**src/design/fp_alu_pkg.sv**
```systemverilog
// format widths, exponent constants, op codes and field types shared by the FP ALU and its testbench
package fp_alu_pkg;

    localparam int WORD_WIDTH = 32;
    localparam int EXP_WIDTH  = 8;
    localparam int MANT_WIDTH = 23;
    localparam int SIG_WIDTH  = 24;     // mantissa plus hidden one
    localparam int OP_WIDTH   = 3;

    localparam int EXP_BIAS = 127;
    localparam int EXP_INF  = 255;      // saturated exponent, written with a zero mantissa

    typedef logic [WORD_WIDTH-1:0] fp_word_t;
    typedef logic [EXP_WIDTH-1:0]  fp_exp_t;
    typedef logic [MANT_WIDTH-1:0] fp_mant_t;
    typedef logic [SIG_WIDTH-1:0]  fp_sig_t;
    typedef logic [OP_WIDTH-1:0]   alu_op_t;

    // op codes, same numbering as the original combinational ALU
    localparam alu_op_t OP_ADD      = 3'd0;
    localparam alu_op_t OP_SUB      = 3'd1;
    localparam alu_op_t OP_MUL      = 3'd2;
    localparam alu_op_t OP_DIV_RSVD = 3'd3;   // divide removed, returns zero
    localparam alu_op_t OP_MIN      = 3'd4;
    localparam alu_op_t OP_MAX      = 3'd5;
    localparam alu_op_t OP_PASS_A   = 3'd6;
    localparam alu_op_t OP_PASS_A2  = 3'd7;

endpackage

```
**src/design/fp_operand_if.sv**
```systemverilog
// operand fields, op code and valid strobe passed from the operand stage to the ALU units
`timescale 1ns/10ps

interface fp_operand_if import fp_alu_pkg::*; ();

    logic     sign_a;
    fp_exp_t  exp_a;
    fp_mant_t mant_a;
    logic     sign_b;
    fp_exp_t  exp_b;
    fp_mant_t mant_b;
    alu_op_t  op;
    logic     valid;      // operation registered this cycle

    modport stage (
        output sign_a, exp_a, mant_a,
        output sign_b, exp_b, mant_b,
        output op, valid
    );

    modport unit (
        input sign_a, exp_a, mant_a,
        input sign_b, exp_b, mant_b,
        input op, valid
    );

endinterface

```
**src/design/fp_addsub_unit.sv**
```systemverilog
// shared add/subtract datapath: align, add or subtract, normalize, then saturate or flush
`timescale 1ns/10ps

module fp_addsub_unit import fp_alu_pkg::*; (
    fp_operand_if.unit opnd,
    output fp_word_t   sum
);

    logic               sign_b_eff;    // b sign after the subtract flip
    logic               a_big;         // a has the larger or equal magnitude
    logic               sign_big;
    fp_exp_t            exp_big;
    fp_exp_t            exp_diff;
    fp_sig_t            sig_big;
    fp_sig_t            sig_small;
    fp_sig_t            sig_aligned;
    logic [SIG_WIDTH:0] raw;           // sum or difference of significands
    fp_sig_t            norm;
    logic [4:0]         shift;
    int                 exp_res;

    assign sign_b_eff = (opnd.op == OP_SUB) ? ~opnd.sign_b : opnd.sign_b;

    // exponent first, then mantissa, ties go to a
    assign a_big = {opnd.exp_a, opnd.mant_a} >= {opnd.exp_b, opnd.mant_b};

    assign sign_big  = a_big ? opnd.sign_a : sign_b_eff;
    assign exp_big   = a_big ? opnd.exp_a : opnd.exp_b;
    assign exp_diff  = a_big ? opnd.exp_a - opnd.exp_b : opnd.exp_b - opnd.exp_a;
    assign sig_big   = a_big ? {1'b1, opnd.mant_a} : {1'b1, opnd.mant_b};
    assign sig_small = a_big ? {1'b1, opnd.mant_b} : {1'b1, opnd.mant_a};

    // bits shifted off the bottom are lost
    assign sig_aligned = (exp_diff >= SIG_WIDTH) ? '0 : sig_small >> exp_diff;

    assign raw = (opnd.sign_a == sign_b_eff) ? {1'b0, sig_big} + {1'b0, sig_aligned}
                                             : {1'b0, sig_big} - {1'b0, sig_aligned};

    fp_normalize normalize_inst (
        .diff  (raw),
        .norm  (norm),
        .shift (shift)
    );

    always_comb begin
        exp_res = int'(exp_big) + int'(raw[SIG_WIDTH]) - int'(shift);

        if (raw == '0) begin
            sum = '0;                                                // exact cancellation
        end else if (exp_res >= EXP_INF) begin
            sum = {sign_big, fp_exp_t'(EXP_INF), fp_mant_t'(0)};    // overflow to infinity
        end else if (exp_res < 1) begin
            sum = {sign_big, fp_exp_t'(0), fp_mant_t'(0)};          // flush, sign kept
        end else begin
            sum = {sign_big, fp_exp_t'(exp_res), norm[MANT_WIDTH-1:0]};
        end
    end

endmodule

```
**src/design/fp_alu.sv**
```systemverilog
// top level of the two-stage floating-point ALU, operand stage, units and result register
`timescale 1ns/10ps

module fp_alu import fp_alu_pkg::*; (
    input  logic     clk,
    input  logic     rst_n,
    input  logic     in_valid,
    input  alu_op_t  op,
    input  fp_word_t a,
    input  fp_word_t b,
    output logic     out_valid,
    output fp_word_t result
);

    fp_word_t sum;
    fp_word_t product;

    fp_operand_if opnd_if ();

    fp_operand_stage operand_stage_inst (
        .clk      (clk),
        .rst_n    (rst_n),
        .in_valid (in_valid),
        .op       (op),
        .a        (a),
        .b        (b),
        .opnd     (opnd_if)
    );

    fp_addsub_unit addsub_inst (
        .opnd (opnd_if),
        .sum  (sum)
    );

    fp_mul_unit mul_inst (
        .opnd    (opnd_if),
        .product (product)
    );

    fp_result_select result_select_inst (
        .clk       (clk),
        .rst_n     (rst_n),
        .opnd      (opnd_if),
        .sum       (sum),
        .product   (product),
        .out_valid (out_valid),
        .result    (result)
    );

endmodule

```
**src/design/fp_mul_unit.sv**
```systemverilog
// multiply datapath: significand product, exponent sum, one-bit renormalization and range clamp
`timescale 1ns/10ps

module fp_mul_unit import fp_alu_pkg::*; (
    fp_operand_if.unit opnd,
    output fp_word_t   product
);

    logic                   sign;
    fp_sig_t                sig_a;
    fp_sig_t                sig_b;
    logic [2*SIG_WIDTH-1:0] prod;
    logic                   carry;     // product of two 1.x values reached 2.0
    fp_mant_t               mant;
    int                     exp_res;

    assign sign  = opnd.sign_a ^ opnd.sign_b;
    assign sig_a = {1'b1, opnd.mant_a};
    assign sig_b = {1'b1, opnd.mant_b};
    assign prod  = {{SIG_WIDTH{1'b0}}, sig_a} * {{SIG_WIDTH{1'b0}}, sig_b};
    assign carry = prod[2*SIG_WIDTH-1];

    // truncate below the kept 23 bits
    assign mant = carry ? prod[2*SIG_WIDTH-2 -: MANT_WIDTH]
                        : prod[2*SIG_WIDTH-3 -: MANT_WIDTH];

    always_comb begin
        exp_res = int'(opnd.exp_a) + int'(opnd.exp_b) - EXP_BIAS + int'(carry);

        if (exp_res >= EXP_INF) begin
            product = {sign, fp_exp_t'(EXP_INF), fp_mant_t'(0)};
        end else if (exp_res < 1) begin
            product = {sign, fp_exp_t'(0), fp_mant_t'(0)};   // signed zero
        end else begin
            product = {sign, fp_exp_t'(exp_res), mant};
        end
    end

endmodule

```
**src/design/fp_normalize.sv**
```systemverilog
// leading-one detector and shifter that puts an add/subtract magnitude back in 1.x form
`timescale 1ns/10ps

module fp_normalize import fp_alu_pkg::*; (
    input  logic [SIG_WIDTH:0] diff,   // magnitude with carry bit on top
    output fp_sig_t            norm,
    output logic [4:0]         shift   // places the leading one sits below the hidden bit
);

    always_comb begin
        shift = 5'd0;
        // ascending scan, so the highest set bit wins
        for (int i = 0; i < SIG_WIDTH; i++) begin
            if (diff[i]) begin
                shift = 5'(SIG_WIDTH - 1 - i);
            end
        end

        if (diff[SIG_WIDTH]) begin
            // carry out of an add, one place right and no left shift
            norm  = diff[SIG_WIDTH:1];
            shift = 5'd0;
        end else begin
            norm = diff[SIG_WIDTH-1:0] << shift;
        end
    end

endmodule

```
**src/design/fp_operand_stage.sv**
```systemverilog
// first pipeline stage, registers the operands and op code and splits each operand into fields
`timescale 1ns/10ps

module fp_operand_stage import fp_alu_pkg::*; (
    input  logic        clk,
    input  logic        rst_n,
    input  logic        in_valid,
    input  alu_op_t     op,
    input  fp_word_t    a,
    input  fp_word_t    b,
    fp_operand_if.stage opnd
);

    fp_word_t a_q;
    fp_word_t b_q;
    alu_op_t  op_q;
    logic     valid_q;

    always_ff @(posedge clk or negedge rst_n) begin
        if (!rst_n) begin
            valid_q <= 1'b0;
        end else begin
            valid_q <= in_valid;
        end
    end

    // payload captured every cycle, qualified downstream by valid
    always_ff @(posedge clk) begin
        a_q  <= a;
        b_q  <= b;
        op_q <= op;
    end

    assign opnd.sign_a = a_q[WORD_WIDTH-1];
    assign opnd.exp_a  = a_q[WORD_WIDTH-2 -: EXP_WIDTH];
    assign opnd.mant_a = a_q[MANT_WIDTH-1:0];
    assign opnd.sign_b = b_q[WORD_WIDTH-1];
    assign opnd.exp_b  = b_q[WORD_WIDTH-2 -: EXP_WIDTH];
    assign opnd.mant_b = b_q[MANT_WIDTH-1:0];
    assign opnd.op     = op_q;
    assign opnd.valid  = valid_q;

endmodule

```
**src/design/fp_result_select.sv**
```systemverilog
// second pipeline stage, min/max ordering, op-code mux and the registered result with its valid
`timescale 1ns/10ps

module fp_result_select import fp_alu_pkg::*; (
    input  logic       clk,
    input  logic       rst_n,
    fp_operand_if.unit opnd,
    input  fp_word_t   sum,
    input  fp_word_t   product,
    output logic       out_valid,
    output fp_word_t   result
);

    fp_word_t a_word;
    fp_word_t b_word;
    logic     mag_gt;     // |a| > |b|
    logic     mag_lt;     // |a| < |b|
    logic     a_gt_b;     // a strictly greater as a signed value
    logic     b_gt_a;     // b strictly greater as a signed value
    fp_word_t min_word;
    fp_word_t max_word;
    fp_word_t sel;

    assign a_word = {opnd.sign_a, opnd.exp_a, opnd.mant_a};
    assign b_word = {opnd.sign_b, opnd.exp_b, opnd.mant_b};

    assign mag_gt = a_word[WORD_WIDTH-2:0] > b_word[WORD_WIDTH-2:0];
    assign mag_lt = a_word[WORD_WIDTH-2:0] < b_word[WORD_WIDTH-2:0];

    // positive beats negative, two negatives order by smaller magnitude
    assign a_gt_b = (opnd.sign_a != opnd.sign_b) ? ~opnd.sign_a
                  : (opnd.sign_a ? mag_lt : mag_gt);
    assign b_gt_a = (opnd.sign_a != opnd.sign_b) ? ~opnd.sign_b
                  : (opnd.sign_a ? mag_gt : mag_lt);

    assign max_word = b_gt_a ? b_word : a_word;          // equal values give a
    assign min_word = a_gt_b ? b_word : a_word;          // equal values give a

    always_comb begin
        case (opnd.op)
            OP_ADD, OP_SUB:        sel = sum;
            OP_MUL:                sel = product;
            OP_DIV_RSVD:           sel = '0;
            OP_MIN:                sel = min_word;
            OP_MAX:                sel = max_word;
            OP_PASS_A, OP_PASS_A2: sel = a_word;
            default:               sel = '0;
        endcase
    end

    always_ff @(posedge clk or negedge rst_n) begin
        if (!rst_n) begin
            out_valid <= 1'b0;
            result    <= '0;
        end else begin
            out_valid <= opnd.valid;
            if (opnd.valid) begin
                result <= sel;         // holds the last result between operations
            end
        end
    end

endmodule

```
**config.mk**
```make
export PLATFORM = sky130hd
export DESIGN_NAME = fp_alu
export DESIGN_NICKNAME = d
export VERILOG_FILES = /design/src/design/fp_alu_pkg.sv /design/src/design/fp_operand_if.sv /design/src/design/fp_addsub_unit.sv /design/src/design/fp_alu.sv /design/src/design/fp_mul_unit.sv /design/src/design/fp_normalize.sv /design/src/design/fp_operand_stage.sv /design/src/design/fp_result_select.sv
export SDC_FILE = /design/constraint.sdc
export NUM_CORES = 2
export LEC_CHECK = 0
export BUFFER_PORTS_ARGS = -buffer_cell sky130_fd_sc_hd__buf_2
export CAP_MARGIN = 25
export CORE_MARGIN = 2
export CORE_UTILIZATION = 52
export CTS_CLUSTER_SIZE = 20
export DETAILED_ROUTE_END_ITERATION = 12
export PLACE_DENSITY_LB_ADDON = 0.12
export SETUP_SLACK_MARGIN = 0.05
export SYNTH_ARGS = -nofsm -noshare
export SYNTH_HDL_FRONTEND = slang
export SYNTH_SLANG_ARGS = --single-unit
```
**constraint.sdc**
```tcl
create_clock -name clk -period 10.07 [get_ports clk]
set_input_delay 2.014 -clock clk [delete_from_list [all_inputs] [get_ports clk]]
set_output_delay 2.014 -clock clk [all_outputs]
set_load 0.02 [all_outputs]
```
Word level (Yosys, flattened, before mapping):

Cells that the tools add are included.

* register bits: 101
* latch bits: 0
* memory bits (writable): 0
* ROM bits: 0
* input bits: 70
* output and inout bits: 33
* memories: 0

* add/sub/neg operators: 9
* multiply operators: 1
* divide/modulo/power cells: 0
* magnitude comparators: 8
* equal/unequal tests: 9
* shift-type cells: 2
* multiplexer cells: 47
* bitwise logic cells: 3
* reduce and logical (&&, ||, !) cells: 4

Operator list (number)
* 32-bit case mux with 6 select lines: 1
* 5-bit 2-to-1 mux: 25
* 31-bit 2-to-1 mux: 4
* 32-bit 2-to-1 mux: 3
* 23-bit 2-to-1 mux: 4
* 32-bit by 9-bit greater-or-equal comparator with 1-bit output (second input constant): 2
* 32-bit by 2-bit less-than comparator with 1-bit output (second input constant): 2
* 24-bit by 24-bit multiplier with 48-bit output: 1
* 32-bit by 2-bit adder with 32-bit output: 1
* 32-bit by 6-bit subtractor with 32-bit output: 1
* 32-bit by 8-bit subtractor with 32-bit output (second input constant): 1
* 31-bit greater-or-equal comparator: 1
* 31-bit greater-than comparator: 1
* 31-bit less-than comparator: 1
* 24-bit by 24-bit adder with 25-bit output: 1
* 25-bit logical NOT: 1
* 25-bit 2-to-1 mux: 1
* 24-bit by 24-bit subtractor with 25-bit output: 1
* 24-bit 2-to-1 mux: 1
* 24-bit by 5-bit << shifter with 23-bit output: 1
* 24-bit by 8-bit right shift with 24-bit output: 1
* 8-bit 2-to-1 mux: 2
* 8-bit subtractor: 2
* 3-bit == test (second input constant): 4
* other kinds (12): 20

Logic depth before layout (Yosys ltp):

* word-level depth: 37
* gate-level depth with buffers: 59

Cells and area by module:

Synthesis repeated with hierarchy kept, for this count alone.

* cell total of the unflattened synthesis: 4238
* area, all modules: 33394.5 um^2

Modules (own cells, without submodules)
* fp_mul_unit: instances 1, cells each 2264, area an instance 19397.4 um^2
* fp_addsub_unit: instances 1, cells each 1121, area an instance 7345.8 um^2
* fp_result_select: instances 1, cells each 496, area an instance 3469.6 um^2
* fp_normalize: instances 1, cells each 289, area an instance 1815.5 um^2
* fp_operand_stage: instances 1, cells each 68, area an instance 1366.3 um^2

Least setup slack after synthesis:

OpenSTA, ideal clock, no wires.

* kind: register to register
* start: register operand_stage_inst.b_q[18]
* end: register result_select_inst.result[16]
* library setup time: 126 ps
* arrival: 10581 ps
* slack: -637 ps
* stages on the path, launching flop included: 54
* buffers on the path: 5
* clock period less this slack: 10707 ps
* cell sequence: dfxtp_1 -> clkbuf_1 -> inv_1 -> ha_1 -> a21oi_1 -> o21ai_0 -> a221oi_1 -> nand3_2 -> buf_6 -> or3_4 -> and2_4 -> and3_1 -> a31o_1 -> o21ai_0 -> ha_1 -> inv_1 -> a211oi_1 -> and2_1 -> (+18 left out) -> buf_2 -> buf_1 -> nand2_1 -> ha_1 -> o21ai_0 -> nand2b_1 -> a21o_1 -> nand2_1 -> and3_1 -> or2_1 -> or3_1 -> o41ai_1 -> a21oi_1 -> o41a_1 -> buf_2 -> o221ai_2 -> a211oi_1 -> o32a_1

* cells in the longest elaborated chain, start to end: 37
* elaborated cells on any way between the ends: 62
* those cells by class: add/sub: 5; mul: 1; order compare: 8; shift: 2; mux: 45; reduce/logical: 1

Ends and longest elaborated chain
* from (decl): RTL line fp_operand_stage.sv:15 `fp_word_t b_q;`
* from (signal assigned): RTL line fp_operand_stage.sv:30 `b_q <= b;`
* 31-bit greater-or-equal comparator: RTL line fp_addsub_unit.sv:25 `assign a_big = {opnd.exp_a, opnd.mant_a} >= {opnd.exp_b, opnd.mant_b};`
* 23-bit 2-to-1 mux / 8-bit 2-to-1 mux (equally long branches): RTL line fp_addsub_unit.sv:31, fp_addsub_unit.sv:29
* 24-bit by 8-bit right shift with 24-bit output / 8-bit by 5-bit greater-or-equal comparator with 1-bit output (equally long branches): RTL line fp_addsub_unit.sv:34 `assign sig_aligned = (exp_diff >= SIG_WIDTH) ? '0 : sig_small >> exp_diff;`
* 24-bit 2-to-1 mux: RTL line fp_addsub_unit.sv:34
* 24-bit by 24-bit subtractor with 25-bit output / 24-bit by 24-bit adder with 25-bit output (equally long branches): RTL line fp_addsub_unit.sv:37, fp_addsub_unit.sv:36
* 25-bit 2-to-1 mux: RTL line fp_addsub_unit.sv:36 `assign raw = (opnd.sign_a == sign_b_eff) ? {1'b0, sig_big} + {1'b0, sig_aligned}`
* 5-bit 2-to-1 mux (24 in series): RTL line fp_normalize.sv:14 `if (diff[i]) begin`
* 5-bit 2-to-1 mux: RTL line fp_normalize.sv:19 `if (diff[SIG_WIDTH]) begin`
* 32-bit by 6-bit subtractor with 32-bit output: RTL line fp_addsub_unit.sv:46 `exp_res = int'(exp_big) + int'(raw[SIG_WIDTH]) - int'(shift);`
* 32-bit by 2-bit less-than comparator with 1-bit output: RTL line fp_addsub_unit.sv:52 `end else if (exp_res < 1) begin`
* 31-bit 2-to-1 mux: RTL line fp_addsub_unit.sv:52
* 31-bit 2-to-1 mux: RTL line fp_addsub_unit.sv:50 `end else if (exp_res >= EXP_INF) begin`
* 32-bit 2-to-1 mux: RTL line fp_addsub_unit.sv:48 `if (raw == '0) begin`
* 32-bit case mux with 6 select lines (*): RTL line fp_result_select.sv:40 `case (opnd.op)`
* to (signal assigned): RTL line fp_result_select.sv:58 `result <= sel;`
* to (decl): RTL line fp_result_select.sv:11 `output fp_word_t result`

Mark *: on every way between the ends. The rest lies on a longest branch, timed or not.
A chain may end at the register's enable or synchronous reset.

Final worst setup path:

* start: register operand_stage_inst.b_q[27]
* end: register result_select_inst.result[16]

* cells in the longest elaborated chain, start to end: 37
* elaborated cells on any way between the ends: 64
* those cells by class: add/sub: 9; order compare: 8; shift: 2; mux: 44; reduce/logical: 1

Ends and longest elaborated chain (RTL line)
* 31-bit greater-or-equal comparator / 8-bit subtractor (equally long branches): fp_addsub_unit.sv:25, fp_addsub_unit.sv:29
* 23-bit 2-to-1 mux / 8-bit 2-to-1 mux (equally long branches): fp_addsub_unit.sv:31, fp_addsub_unit.sv:29
* 24-bit by 8-bit right shift with 24-bit output / 8-bit by 5-bit greater-or-equal comparator with 1-bit output (equally long branches): fp_addsub_unit.sv:34
* 24-bit 2-to-1 mux: fp_addsub_unit.sv:34
* 24-bit by 24-bit subtractor with 25-bit output / 24-bit by 24-bit adder with 25-bit output (equally long branches): fp_addsub_unit.sv:37, fp_addsub_unit.sv:36
* 25-bit 2-to-1 mux: fp_addsub_unit.sv:36
* 5-bit 2-to-1 mux (24 in series): fp_normalize.sv:14
* 5-bit 2-to-1 mux: fp_normalize.sv:19
* 32-bit by 6-bit subtractor with 32-bit output: fp_addsub_unit.sv:46
* 32-bit by 2-bit less-than comparator with 1-bit output: fp_addsub_unit.sv:52
* 31-bit 2-to-1 mux: fp_addsub_unit.sv:52
* 31-bit 2-to-1 mux: fp_addsub_unit.sv:50
* 32-bit 2-to-1 mux: fp_addsub_unit.sv:48
* 32-bit case mux with 6 select lines (*): fp_result_select.sv:40

Marks and branches as above.

==> metrics.csv <==
stage,metric,value,unit
route,firstDrtPassIters,11,
place,place.port_buffers,102,
worst_setup_path,crit_required,10.36,ns
place,dp_hpwl,94100,um
synth,synth_top_area_cell,fa_1,
synth,synth_compound_area_share,15.9,%
floorplanning,core_area,59100,um2
sta,finalClockSkew,0.0216,ns
synth,yosys_warnings,0,
sta,rsz0062_at_grt,true,
worst_setup_path,r2r_start,operand_stage_inst.b_q[27],
synth,synth_area,31100,um2
worst_setup_path,cp.depth,52,
worst_setup_path,cpMostUsedCell,buf_4,
cells_and_area,seq_area,2290,um2
route,drt-initial-drc-count,3172,
floorplanning,die_h,249,um
sta,slew_headroom,44.4,%
cells_and_area,area_growth,27.9,%
cells_and_area,final_cell_mix,"580 x buf_4, 527 x inv_1, 490 x nand2_1, 470 x fa_1, 241 x ha_1",
hold_path,min_from,result_select_inst.result[6],
sta,maxSlewViolCount,0,
worst_setup_path,critPathKind,flip-flop to flip-flop,
clock_network,clkTransAtPathRegs,0.09,ns
route,drcViolationCount,8,
synth,synth_top_family_by_area,adder cells,
grt,grt_pass1_wl,181000,um
sta,fin_crit_sh,98.9,%
hold_path,worstHoldEndpoint,result_select_inst.result[6],
hold_path,min_path_type,flip-flop to flip-flop,
synth,syn_area_per_cell,8.23,um2
clock_network,cts_root_buffer,clkbuf_16,
floorplanning,initial_core_util,52.6,%
synth,synth_edf_count,0,
route,routed_via_density,6.00,
floorplanning,ios,103,
grt,grt_pass1_vias,30365,
synth,synth_top_area_share,31.3,%
grt,grt_overflow,0,
synth,synth_area_leaders,"fa_1 31%, ha_1 11%, inv_1 6.6%",
synth,ys_async_sr_fraction,33.7,%
synth,synthSimpleGateAreaFrac,18.3,%
synth,muxShareOfSynthArea,4.34,%
synth,synthCells,3779,
grt,antenna_found_initial,2,
worst_setup_path,max_stage_delay,0.55,ns
cells_and_area,mostFrequentLayoutCell,buf_4,
worst_setup_path,crit_slowest_cell,or4_4,
clock_network,cts_buffers,9,
floorplanning,dieArea,61800,um2
route,via_count,30827,
grt,grt_max_degree,77,
cells_and_area,fillers,4951,
sta,setup_viol,0,
hold_path,hold_depth,1,
route,wl_per_cell,24.0,um
worst_setup_path,worst-r2r-setup-slack,0.11,ns
clock_network,clockBufferDepth,2,
grt,grt_util_all_layers,38.5,%
cells_and_area,drive_above_1_share,27.5,%
sta,final.min_clock_period,9.96,ns
worst_setup_path,cp_max_fo,4,
synth,synth.ff_latch_count,101,
worst_setup_path,cpLargestDelayFamily,compound AO/OA/AOI/OAI gates,
synth,ys_dominant_reg_cell,dfxtp_1,
route,wl,123000,um
clock_network,cts-htree-levels,3,
outcome,status,"complete, but fails checks",
worst_setup_path,critPathBufInv,12,
synth,synth-seq-area-share,7.05,%
synth,synthXorXnorAreaFrac,2.45,%
clock_network,cts_sinks,101,
worst_setup_path,end_kind,flip-flop,
sta,hold_viol,0,
run,maxCapViolations,0,
cells_and_area,layout.nets,5183,
worst_setup_path,arrival,10.25,ns
synth,synth-adder-area-share,42.3,%
worst_setup_path,r2r-end,result_select_inst.result[16],
outcome,violations,DRC,
floorplanning,core.rowCount,89,
sta,tightest_slew,0.834,ns
place,dpl_cell_area,36100,um2
worst_setup_path,r2r_cells,52,
clock_network,cts_tree,done,
floorplanning,fp.dieW,249,um
sta,worst_hold_slack,0.519,ns
place,gp_congestion,1.07,
sta,fmax,100,MHz
worst_setup_path,cp-start-kind,flip-flop,
clock_network,insertion_delay,0.41,ns
cells_and_area,design_area,39800,um2
cells_and_area,multiInputGateArea,27400,um2
synth,syn-num-nets,4609,
route,ant_nets,0,
synth,ys_types,114,
==> final cells by class <==
class	instances	share of cell area, %
multi-input cells	2901	69.0
clock inverters	6	0.132
clock buffers	10	0.576
repair buffers	786	16.9
inverters	554	5.26
flip-flops and latches	101	5.77
well taps	773	2.43
diodes	3	0.0189
==> stage by stage <==
stage / utilization [%] / cells / setup TNS, ns / setup slack, ns
2_1_floorplan: - / 3779 / 0 / 0.0382
3_3_place_gp: 61.1 / 4997 / -6.72 / -0.593
3_5_place_dp: 61.1 / 4997 / -8.07 / -0.632
4_1_cts: 63.0 / 5040 / 0 / 0.0501
5_1_grt: 67.3 / 5132 / -2.05 / -0.364
6_report: 67.3 / 5134 / 0 / 0.114
==> metal layers <==
layer | routed length [um] | share of wire (%) | global-route usage, %
met5 | 0 | 0 | 0
met4 | 8370 | 6.8 | 18.4
met3 | 12100 | 9.8 | 7.80
met2 | 53800 | 44 | 59.5
met1 | 49000 | 40 | 51.8
==> how the worst max path moves through the flow <==
stage / from / endpoint / slack (ns)
floorplan: operand_stage_inst.b_q[27] / result_select_inst.result[16] / 0.04
finish: operand_stage_inst.b_q[27] / result_select_inst.result[16] / 0.11
CTS: operand_stage_inst.b_q[27] / result_select_inst.result[16] / 0.05
global placement: operand_stage_inst.a_q[9] / result_select_inst.result[11] / -0.59
global route: operand_stage_inst.b_q[24] / result_select_inst.result[16] / -0.36
detailed placement: operand_stage_inst.a_q[5] / result_select_inst.result[11] / -0.63
==> cell families (layout without fill, tap and decap cells) <==
group,Yosys count,after routing
compound gates,733,733
xor+xnor,86,86
fa+ha+maj,760,760
buf+inv,777,1356
flops,101,101
mux,116,116
other cells,0,3
simple gates,1206,1206
==> synth_stat cells (45+ instances only) <==
cell type and n:
a21oi_1 183, and2_1 182, clkbuf_1 168, dfxtp_1 67
fa_1 486, ha_1 274, inv_1 547, mux2i_1 81
nand2_1 501, nand3_1 45, nor2_1 244, nor3_1 58
o21ai_0 174, xnor2_1 50
==> timing repair <==
item,in CTS,in global routing
pin swaps,58,183
hold buffers,0,0
setup buffers,25,74
setup endpoints to repair,25,27
gates resized for setup,144,373
cloned,2,19
==> flip-flops by register name, indices dropped and copies added (netlist names) <==
name,count
operand_stage_inst.a_q,32
operand_stage_inst.b_q,32
result_select_inst.result,32
operand_stage_inst.opnd.op,3
operand_stage_inst.opnd.valid,1
result_select_inst.out_valid,1
Power is left out: the tool's default activity adds up to more than one toggle a clock period on the data nets, which glitch-free logic cannot reach.
